==> config.mk <==
export PLATFORM = sky130hd
export DESIGN_NAME = l2_axi_bus_interface
export DESIGN_NICKNAME = d
export VERILOG_FILES = /design/src/source/l2_cache_pkg.sv /design/src/source/l2_axi_bus_interface.sv /design/src/source/l2_pending_miss_cam.sv /design/src/source/sync_fifo.sv
export SDC_FILE = /design/constraint.sdc
export NUM_CORES = 2
export LEC_CHECK = 0
export BUFFER_PORTS_ARGS = -buffer_cell sky130_fd_sc_hd__buf_2
export CORE_MARGIN = 2
export CORE_UTILIZATION = 45
export CTS_CLUSTER_SIZE = 25
export DETAILED_ROUTE_END_ITERATION = 12
export SLEW_MARGIN = 30
export SYNTH_ARGS = -nofsm -noshare
export SYNTH_HDL_FRONTEND = slang
export SYNTH_SLANG_ARGS = --single-unit
==> constraint.sdc <==
create_clock -name clk -period 43.6 [get_ports clk]
set_input_delay 0 -clock clk [delete_from_list [all_inputs] [get_ports clk]]
set_output_delay 0 -clock clk [all_outputs]
set_load 0.02 [all_outputs]
==> src/source/l2_cache_pkg.sv <==
`default_nettype none

// Shared geometry, bus and request definitions for the L2 cache memory interface
package l2_cache_pkg;
	// Cache line geometry
	localparam int cache_line_bits = 128;
	localparam int cache_line_bytes = cache_line_bits / 8;
	localparam int cache_line_offset_width = $clog2(cache_line_bytes);
	localparam int set_index_width = 6;
	localparam int tag_width = 32 - set_index_width - cache_line_offset_width;

	// Memory bus geometry, a line moves as one fixed-length burst
	localparam int axi_data_width = 32;
	localparam int burst_beats = cache_line_bits / axi_data_width;

	// Stages ahead of l2r; stall must be raised this many entries early
	// so that requests already in flight upstream still fit in the queues
	localparam int l2req_latency = 4;

	typedef logic [tag_width - 1:0] l2_tag_t;
	typedef logic [set_index_width - 1:0] set_index_t;
	typedef logic [cache_line_bits - 1:0] cache_line_data_t;
	typedef logic [axi_data_width - 1:0] axi_data_t;
	typedef logic [cache_line_bytes - 1:0] store_mask_t;

	// Beat number within a burst
	typedef logic [$clog2(burst_beats) - 1:0] burst_offset_t;

	localparam burst_offset_t last_burst_beat = burst_offset_t'(burst_beats - 1);

	// Address of a whole line, without the byte offset
	typedef struct packed {
		l2_tag_t tag;
		set_index_t set_idx;
	} cache_line_index_t;

	// Full byte address
	typedef struct packed {
		l2_tag_t tag;
		set_index_t set_idx;
		logic [cache_line_offset_width - 1:0] offset;
	} l2_addr_t;

	typedef enum logic [2:0] {
		l2req_load,
		l2req_store,
		l2req_flush,
		l2req_load_sync,
		l2req_store_sync
	} l2req_type_t;

	typedef struct packed {
		logic valid;
		l2req_type_t packet_type;
		l2_addr_t address;
		store_mask_t store_mask;
		cache_line_data_t data;
	} l2req_packet_t;

	// Signals driven by the bus master toward memory
	typedef struct packed {
		logic awvalid;
		l2_addr_t awaddr;
		logic wvalid;
		axi_data_t wdata;
		logic wlast;
		logic arvalid;
		l2_addr_t araddr;
		logic rready;
	} axi_master_t;

	// Signals driven by memory back toward the master
	typedef struct packed {
		logic awready;
		logic wready;
		logic bvalid;
		logic arready;
		logic rvalid;
		axi_data_t rdata;
	} axi_slave_t;
endpackage

`default_nettype wire
==> src/source/l2_axi_bus_interface.sv <==
`default_nettype none
`timescale 1ns/100ps

// Memory side of the L2 cache
// Collects misses and writebacks from l2r, runs read and write bursts on the
// AXI master port, and returns completed fills to the cache arbiter together
// with the line that was read from memory
module l2_axi_bus_interface
	#(parameter int queue_depth = 8)
	(input logic clk,
	input logic reset,

	// System memory port
	output l2_cache_pkg::axi_master_t axi_out,
	input l2_cache_pkg::axi_slave_t axi_in,

	// Toward the cache arbiter
	output l2_cache_pkg::l2req_packet_t l2bi_request,
	output l2_cache_pkg::cache_line_data_t l2bi_data_from_memory,
	output logic l2bi_stall,
	output logic l2bi_ready,
	output logic l2bi_collided_miss,

	// From the tag read stage
	input logic l2r_needs_writeback,
	input l2_cache_pkg::l2_tag_t l2r_writeback_tag,
	input l2_cache_pkg::cache_line_data_t l2r_data,
	input logic l2r_is_l2_fill,
	input logic l2r_cache_hit,
	input l2_cache_pkg::l2req_packet_t l2r_request,

	// Performance event
	output logic perf_l2_writeback);

	typedef enum logic [2:0] {
		state_idle,
		state_write_address,
		state_write_transfer,
		state_read_address,
		state_read_transfer,
		state_read_complete
	} bus_state_t;

	// One queued writeback, the evicted line and where it goes
	typedef struct packed {
		l2_cache_pkg::cache_line_index_t line_index;
		l2_cache_pkg::cache_line_data_t data;
	} writeback_entry_t;

	// One queued miss, with the collision flag captured at enqueue
	typedef struct packed {
		logic collided;
		l2_cache_pkg::l2req_packet_t request;
	} load_entry_t;

	// Stall is raised while this many slots or fewer are left
	localparam int stall_threshold = queue_depth - l2_cache_pkg::l2req_latency;

	l2_cache_pkg::cache_line_index_t miss_line;
	writeback_entry_t writeback_in;
	writeback_entry_t writeback_head;
	load_entry_t load_in;
	load_entry_t load_head;
	logic enqueue_writeback_request;
	logic enqueue_load_request;
	logic duplicate_request;
	logic writeback_queue_empty;
	logic writeback_queue_almost_full;
	logic load_queue_empty;
	logic load_queue_almost_full;
	logic writeback_complete;
	logic full_line_store;
	logic wait_axi_write_response;
	bus_state_t state_ff;
	bus_state_t state_nxt;
	l2_cache_pkg::burst_offset_t burst_offset_ff;
	l2_cache_pkg::burst_offset_t burst_offset_nxt;
	l2_cache_pkg::axi_data_t load_buffer [l2_cache_pkg::burst_beats];

	assign miss_line = '{tag: l2r_request.address.tag, set_idx: l2r_request.address.set_idx};

	// A flush that hits a dirty line, or a fill that evicts one, must write
	// the old contents back to memory first
	assign enqueue_writeback_request = l2r_request.valid && l2r_needs_writeback
		&& ((l2r_request.packet_type == l2_cache_pkg::l2req_flush && l2r_cache_hit)
		|| l2r_is_l2_fill);

	// Anything that reads or writes line data and misses needs memory
	assign enqueue_load_request = l2r_request.valid && !l2r_cache_hit && !l2r_is_l2_fill
		&& (l2r_request.packet_type == l2_cache_pkg::l2req_load
		|| l2r_request.packet_type == l2_cache_pkg::l2req_store
		|| l2r_request.packet_type == l2_cache_pkg::l2req_load_sync
		|| l2r_request.packet_type == l2_cache_pkg::l2req_store_sync);

	assign perf_l2_writeback = enqueue_writeback_request && !writeback_queue_almost_full;

	// Old tag with the set index of the request gives the evicted line
	assign writeback_in = '{
		line_index: '{tag: l2r_writeback_tag, set_idx: l2r_request.address.set_idx},
		data: l2r_data
	};

	assign load_in = '{collided: duplicate_request, request: l2r_request};

	l2_pending_miss_cam #(.num_entries(queue_depth)) pending_miss_cam(
		.clk(clk),
		.reset(reset),
		.request_valid(l2r_request.valid),
		.request_addr(miss_line),
		.enqueue_load_request(enqueue_load_request),
		.l2r_is_l2_fill(l2r_is_l2_fill),
		.duplicate_request(duplicate_request));

	sync_fifo #(
		.width($bits(writeback_entry_t)),
		.depth(queue_depth),
		.almost_full_threshold(stall_threshold)) writeback_queue(
		.clk(clk),
		.reset(reset),
		.flush_en(1'b0),
		.enqueue_en(enqueue_writeback_request),
		.value_i(writeback_in),
		.dequeue_en(writeback_complete),
		.value_o(writeback_head),
		.empty(writeback_queue_empty),
		.almost_empty(),
		.full(),
		.almost_full(writeback_queue_almost_full));

	sync_fifo #(
		.width($bits(load_entry_t)),
		.depth(queue_depth),
		.almost_full_threshold(stall_threshold)) load_queue(
		.clk(clk),
		.reset(reset),
		.flush_en(1'b0),
		.enqueue_en(enqueue_load_request),
		.value_i(load_in),
		.dequeue_en(l2bi_ready),
		.value_o(load_head),
		.empty(load_queue_empty),
		.almost_empty(),
		.full(),
		.almost_full(load_queue_almost_full));

	// The load queue head is what goes back to the arbiter
	assign l2bi_request = load_head.request;
	assign l2bi_collided_miss = load_head.collided;

	// Hold off upstream while the requests already in the pipeline could still overrun a queue
	assign l2bi_stall = load_queue_almost_full || writeback_queue_almost_full;

	// A store that overwrites every byte has no use for the old contents
	assign full_line_store = l2bi_request.packet_type == l2_cache_pkg::l2req_store
		&& l2bi_request.store_mask == '1;

	// Beat 0 of the read burst lands in the most significant word
	always_comb
	begin
		for (int k = 0; k < l2_cache_pkg::burst_beats; k++)
		begin
			l2bi_data_from_memory[(l2_cache_pkg::burst_beats - 1 - k)
				* l2_cache_pkg::axi_data_width+:l2_cache_pkg::axi_data_width] = load_buffer[k];
		end
	end

	// Bus state machine
	always_comb
	begin
		state_nxt = state_ff;
		burst_offset_nxt = burst_offset_ff;
		writeback_complete = 1'b0;
		l2bi_ready = 1'b0;

		// Addresses and write data come from the queue heads, which stay put
		// until the transaction finishes, so they are stable under back-pressure
		axi_out.awvalid = 1'b0;
		axi_out.awaddr = '{tag: writeback_head.line_index.tag,
			set_idx: writeback_head.line_index.set_idx, offset: '0};
		axi_out.wvalid = 1'b0;
		axi_out.wdata = writeback_head.data[(l2_cache_pkg::last_burst_beat - burst_offset_ff)
			* l2_cache_pkg::axi_data_width+:l2_cache_pkg::axi_data_width];
		axi_out.wlast = 1'b0;
		axi_out.arvalid = 1'b0;
		axi_out.araddr = '{tag: l2bi_request.address.tag,
			set_idx: l2bi_request.address.set_idx, offset: '0};
		axi_out.rready = 1'b0;

		unique case (state_ff)
			state_idle:
			begin
				// Writebacks go first so a later read cannot fetch stale data
				// from memory. Loads wait until the writeback queue drains
				if (!writeback_queue_empty)
				begin
					if (!wait_axi_write_response)
						state_nxt = state_write_address;
				end
				else if (!load_queue_empty)
				begin
					// Another miss already fetches this line, or the store
					// replaces all of it, so the request returns without a read
					if (l2bi_collided_miss || full_line_store)
						state_nxt = state_read_complete;
					else
						state_nxt = state_read_address;
				end
			end

			state_write_address:
			begin
				axi_out.awvalid = 1'b1;
				burst_offset_nxt = '0;
				if (axi_in.awready)
					state_nxt = state_write_transfer;
			end

			state_write_transfer:
			begin
				axi_out.wvalid = 1'b1;
				axi_out.wlast = burst_offset_ff == l2_cache_pkg::last_burst_beat;
				if (axi_in.wready)
				begin
					burst_offset_nxt = burst_offset_ff + 1'b1;
					if (burst_offset_ff == l2_cache_pkg::last_burst_beat)
					begin
						writeback_complete = 1'b1;
						state_nxt = state_idle;
					end
				end
			end

			state_read_address:
			begin
				axi_out.arvalid = 1'b1;
				burst_offset_nxt = '0;
				if (axi_in.arready)
					state_nxt = state_read_transfer;
			end

			state_read_transfer:
			begin
				axi_out.rready = 1'b1;
				if (axi_in.rvalid)
				begin
					burst_offset_nxt = burst_offset_ff + 1'b1;
					if (burst_offset_ff == l2_cache_pkg::last_burst_beat)
						state_nxt = state_read_complete;
				end
			end

			state_read_complete:
			begin
				// The arbiter always takes the returned request
				l2bi_ready = 1'b1;
				state_nxt = state_idle;
			end

			default:
				state_nxt = state_idle;
		endcase
	end

	always_ff @(posedge clk, posedge reset)
	begin
		if (reset)
		begin
			state_ff <= state_idle;
			burst_offset_ff <= '0;
			wait_axi_write_response <= 1'b0;
		end
		else
		begin
			state_ff <= state_nxt;
			burst_offset_ff <= burst_offset_nxt;

			// One write response is expected per burst, and the next burst
			// waits for it
			if (axi_out.awvalid && axi_in.awready)
				wait_axi_write_response <= 1'b1;
			else if (axi_in.bvalid)
				wait_axi_write_response <= 1'b0;
		end
	end

	// Capture each read beat at its position in the burst
	always_ff @(posedge clk)
	begin
		if (state_ff == state_read_transfer && axi_in.rvalid)
			load_buffer[burst_offset_ff] <= axi_in.rdata;
	end
endmodule

`default_nettype wire

==> src/source/l2_pending_miss_cam.sv <==
`default_nettype none
`timescale 1ns/100ps

// Table of cache lines that already have a memory read in flight
// A miss to a line that is already in this table is flagged as a duplicate,
// so the bus interface can hand it back without issuing another read
module l2_pending_miss_cam
	#(parameter int num_entries = 8)
	(input logic clk,
	input logic reset,
	input logic request_valid,
	input l2_cache_pkg::cache_line_index_t request_addr,
	input logic enqueue_load_request,
	input logic l2r_is_l2_fill,
	output logic duplicate_request);

	localparam int index_width = (num_entries > 1) ? $clog2(num_entries) : 1;

	logic [num_entries - 1:0] entry_valid;
	l2_cache_pkg::cache_line_index_t entry_addr [num_entries];
	logic [num_entries - 1:0] match;
	logic free_found;
	logic [index_width - 1:0] free_index;
	logic allocate;

	// Compare the incoming line against every entry at once
	always_comb
	begin
		for (int i = 0; i < num_entries; i++)
			match[i] = entry_valid[i] && entry_addr[i] == request_addr;
	end

	assign duplicate_request = request_valid && |match;

	// Pick the lowest numbered free slot
	// The loop runs downward so the last assignment wins for the lowest index
	always_comb
	begin
		free_found = 1'b0;
		free_index = '0;
		for (int i = num_entries - 1; i >= 0; i--)
		begin
			if (!entry_valid[i])
			begin
				free_found = 1'b1;
				free_index = index_width'(i);
			end
		end
	end

	// A first miss to a line takes a slot
	// The load queue is never deeper than this table, so a slot is always free
	assign allocate = enqueue_load_request && !duplicate_request && free_found;

	always_ff @(posedge clk)
	begin
		if (allocate)
			entry_addr[free_index] <= request_addr;
	end

	always_ff @(posedge clk, posedge reset)
	begin
		if (reset)
			entry_valid <= '0;
		else
		begin
			// When the fill for a line comes back through l2r the line is
			// resident again, and later misses to it must read memory anew
			if (request_valid && l2r_is_l2_fill)
				entry_valid <= entry_valid & ~match;

			// Fill and enqueue never occur together, because an enqueued
			// load miss is by definition not a fill
			if (allocate)
				entry_valid[free_index] <= 1'b1;
		end
	end
endmodule

`default_nettype wire

==> src/source/sync_fifo.sv <==
`default_nettype none
`timescale 1ns/100ps

// Circular buffer with a fall-through head
// The head entry is visible on value_o whenever empty is low, so a consumer
// can look at it and decide to dequeue in the same cycle
module sync_fifo
	#(parameter int width = 64,
	parameter int depth = 8,
	parameter int almost_full_threshold = depth)
	(input logic clk,
	input logic reset,
	input logic flush_en,
	input logic enqueue_en,
	input logic [width - 1:0] value_i,
	input logic dequeue_en,
	output logic [width - 1:0] value_o,
	output logic empty,
	output logic almost_empty,
	output logic full,
	output logic almost_full);

	localparam int addr_width = (depth > 1) ? $clog2(depth) : 1;
	localparam int count_width = $clog2(depth + 1);

	logic [width - 1:0] storage [depth];
	logic [addr_width - 1:0] read_ptr;
	logic [addr_width - 1:0] write_ptr;
	logic [count_width - 1:0] count;
	logic do_enqueue;
	logic do_dequeue;

	// Writes to a full queue and reads from an empty one are dropped
	assign do_enqueue = enqueue_en && !full;
	assign do_dequeue = dequeue_en && !empty;

	assign value_o = storage[read_ptr];

	// All status flags come straight from the entry count
	assign empty = count == '0;
	assign almost_empty = count <= count_width'(1);
	assign full = count == count_width'(depth);
	assign almost_full = count >= count_width'(almost_full_threshold);

	always_ff @(posedge clk)
	begin
		if (do_enqueue)
			storage[write_ptr] <= value_i;
	end

	always_ff @(posedge clk, posedge reset)
	begin
		if (reset)
		begin
			read_ptr <= '0;
			write_ptr <= '0;
			count <= '0;
		end
		else if (flush_en)
		begin
			// Flush drops every entry but leaves the storage untouched
			read_ptr <= '0;
			write_ptr <= '0;
			count <= '0;
		end
		else
		begin
			// Pointers wrap by hand so that depth need not be a power of two
			if (do_enqueue)
			begin
				if (write_ptr == addr_width'(depth - 1))
					write_ptr <= '0;
				else
					write_ptr <= write_ptr + 1'b1;
			end

			if (do_dequeue)
			begin
				if (read_ptr == addr_width'(depth - 1))
					read_ptr <= '0;
				else
					read_ptr <= read_ptr + 1'b1;
			end

			// Simultaneous push and pop leave the count unchanged
			case ({do_enqueue, do_dequeue})
				2'b10: count <= count + 1'b1;
				2'b01: count <= count - 1'b1;
				default: count <= count;
			endcase
		end
	end
endmodule

`default_nettype wire

==> results.yml <==
finish:
  finalNetCount: 7013
  instances_no_fill: 10308
  fillCellCount: 19655
  syn2layout_area_growth_pct: 21.3
  fin_area_mm2: 0.142
  final_common_cell: "edfxtp_1"
  layout_common_cells: "edfxtp_1 (3048), buf_2 (776), mux4_2 (732), dlygate4sd3_1 (679), clkbuf_16 (338)"
  final_layout_size_suffix_gt1_share_pct: 33.4
routing:
  via_per_inst: 5.56
  drc: 0
  drtPass1Iterations: 7
  avgRoutedWirePerCell_um: 27.0
  wl_um: 279000
  drt-initial-drc-count: 5089
  via_count: 57288
  antenna_left: 0
outcome:
  status: "completed"
synth:
  synthFlopType: "edfxtp_1"
  async_reset_ff_share_pct: 1.10
  ys_top_cells_by_area: "edfxtp_1 (78%), mux4_2 (14%), mux2_2 (2.0%), xor2_1 (1.0%), dfrtp_1 (0.72%)"
  synth-seq-cells: 3082
  synth_top_area_cell: "edfxtp_1"
  netlist_area_mm2: 0.117
  synth_warnings: 0
  avgSynthCellArea_um2: 23.5
  postSynthCellCount: 4993
  synth_edf_count: 3048
  netlist-cell-type-count: 59
  synth_top_area_share_pct: 77.9
  synth_seq_area_share_pct: 78.6
setup_path:
  cpPeakStageDelay_ns: 0.80
  cpMaxStageDelayCell: "buf_4"
  cp_max_fo: 103
  setup.worst_path.class: "register to primary output"
  cpLargestDelayFamily: "buffers and inverters"
  critPathRequiredTime_ns: 43.60
  cp_data_arrival_time_ns: 5.60
  r2r_setup_slack_ns: 38.61
  r2r_end: "state_ff[2]$_DFFE_PP0P_"
  startpoint: "writeback_queue.read_ptr[0]$_DFFE_PP0P_"
  start_kind: "register"
  path_buf_inv: 4
  path_cells: "buf_12 > buf_4 > buf_12 > mux4_2 > mux4_2 > nand2_1 > nand2_1 > buf_2"
  r2r-start: "load_queue.read_ptr[2]$_DFFE_PP0P_"
  cp-end-kind: "primary output"
  reg2reg_depth: 11
timing:
  grt_setup_unrepaired: "false"
  fin_setup_tns_ns: 0
  setup-violations-final: 0
  period_minus_slack_ns: 5.60
  fmax_mhz: 179
  slew_violations: 0
  relSlewSlack_pct: 35.7
  timing.final.ws_setup_ns: 38.00
  fin_skew_ns: 0.101
  fin_crit_sh_pct: 12.8
  worstMarginPinSlew_ns: 0.965
  finalHoldViolCount: 0
clocking:
  path_clk_slew_ns: 0.06
  cts_buffers: 333
  cts_tree: "done"
  post-cts-setup-buffer-count: 0
  cts_num_sinks: 3082
  clock_latency_ns: 0.96
  cts_max_path_buffers: 4
  htree_num_levels: 5
  root_buffer: "clkbuf_16"
placed_design:
  dpl.hpwl_um: 159000
  io_buffers: 776
  dpl_worst_slack_ns: 38.64
  gp_congestion: 0.797
  placed_cell_area_mm2: 0.125
  dp.cells: 9004
power_and_ir_drop:
  p_per_area_mw_per_mm2: 55.9
  cellLeakagePower_nw: 46.4
  ir_worst_vdd_uv: 50.4
die:
  die-width_um: 515
  die-area_mm2: 0.265
  coreArea_mm2: 0.260
  ioPinCount: 785
  fp-row-count: 187
  fp.dieH_um: 515
  start_util_pct: 45.2
global_routing:
  grt_pass1_wl_um: 405000
  grt_max_degree: 138
  antenna_found_initial: 107
  overflow: 0
  grt.total_usage_pct: 20.8
  grt_pass1_vias: 59315
min_path:
  holdPathEnd: "writeback_queue.storage[7][29]$_DFFE_PP_"
  whs_path_depth: 2
  min_from: "l2r_data[29]"
  hold_class: "primary input to register"
job:
  drv_cap: 0
==> sequential cells by signal (all words and copies together), names as in the netlist <==
| signal | cells |
|---|---|
| load_queue.storage | 1448 |
| writeback_queue.storage | 1248 |
| pending_miss_cam.entry_addr | 224 |
| load_buffer | 128 |
| pending_miss_cam.entry_valid | 8 |
| load_queue.count | 4 |
| writeback_queue.count | 4 |
| load_queue.read_ptr | 3 |
| load_queue.write_ptr | 3 |
| state_ff | 3 |
| writeback_queue.read_ptr | 3 |
| writeback_queue.write_ptr | 3 |
| burst_offset_ff | 2 |
| wait_axi_write_response | 1 |
==> layer usage <==
layer	part of all wire [%]	global-route usage (%)
met1	42	28.7
met2	47	32.5
met3	7.7	5.54
met4	2.9	6.10
met5	0.26	0
==> synthesized netlist by cell type, types with 13 or more instances <==
master,instances
edfxtp_1,3048
mux4_2,732
mux2_2,213
xor2_1,139
buf_2,129
nand2_1,123
xnor2_1,93
clkbuf_1,84
nor4_1,65
nand4_1,54
buf_4,38
dfrtp_1,34
inv_1,22
nor2_1,19
ha_1,18
nor3_1,16
a21oi_1,13
==> cells by family (layout without fill, tap and decap cells) <==
group / count (synthesis) / in the layout / synth area share (%)
muxes: 959 / 959 / 16.2
and+or+nand+nor: 356 / 356 / 1.66
other: 1 / 58 / 0.00319
AOI/OAI and AO/OA: 55 / 55 / 0.300
adders and majority gates: 20 / 20 / 0.226
DFF: 3082 / 3082 / 78.6
xor gates and xnor gates: 232 / 232 / 1.73
buffers and inverters: 288 / 2144 / 1.20
==> stage by stage <==
stage	util (%)	hold slack, ns	power [mW]
2_1_floorplan	-	0.0989	4.80
3_3_place_gp	48.2	0.212	5.37
3_5_place_dp	48.3	0.151	5.39
4_1_cts	54.7	0.000771	8.05
5_1_grt	54.8	0.0271	8.27
6_report	54.8	0.0678	7.96
==> area by class of cell <==
| type | instances | area (um2) | area share, % |
|---|---|---|---|
| Clock buffer | 407 | 8730 | 6.13 |
| Antenna cell | 50 | 125 | 0.0879 |
| Inverter | 23 | 88.8 | 0.0624 |
| Clock inverter | 163 | 1220 | 0.856 |
| Sequential cell | 3082 | 92400 | 64.9 |
| Timing Repair Buffer | 1551 | 11800 | 8.27 |
| Tap cell | 3402 | 4260 | 2.99 |
| Multi-Input combinational cell | 1630 | 23800 | 16.7 |
==> repair_timing <==
action                     CTS  global route
hold buffers               679             0
hold endpoints to repair  3208             0
resized for setup            0             0
==> worst register-to-register path: stages, from the launching register on <==
cell and delay, ns:
dfrtp_4 0.97, buf_4 0.82, buf_4 0.66, buf_16 0.30
mux4_2 0.26, mux2_2 0.16, nand4b_1 0.14, nor4_2 0.62
buf_4 0.29, nor2_1 0.07, o21ai_1 0.13, dlygate4sd3_1 0.56
==> worst max-delay path by stage <==
stage                                                           end  slack, ns  cells past startpoint
after global placement                                  axi_out[45]      38.47                      8
after global routing                                    axi_out[55]      37.46                      8
after detailed placement  writeback_queue.storage[5][116]$_DFFE_PP_      38.64                     10
final                                                   axi_out[55]      38.00                      8
after floorplan                  load_queue.storage[4][0]$_DFFE_PP_      28.62                      4
after CTS                                               axi_out[53]      37.67                      8
==> power by group <==
part / internal [mW] / switching, mW
clock network: 1.50 / 1.09
logic: 0.871 / 1.06
registers: 3.35 / 0.0757
No activity file was read; power rests on OpenSTA's default activity.
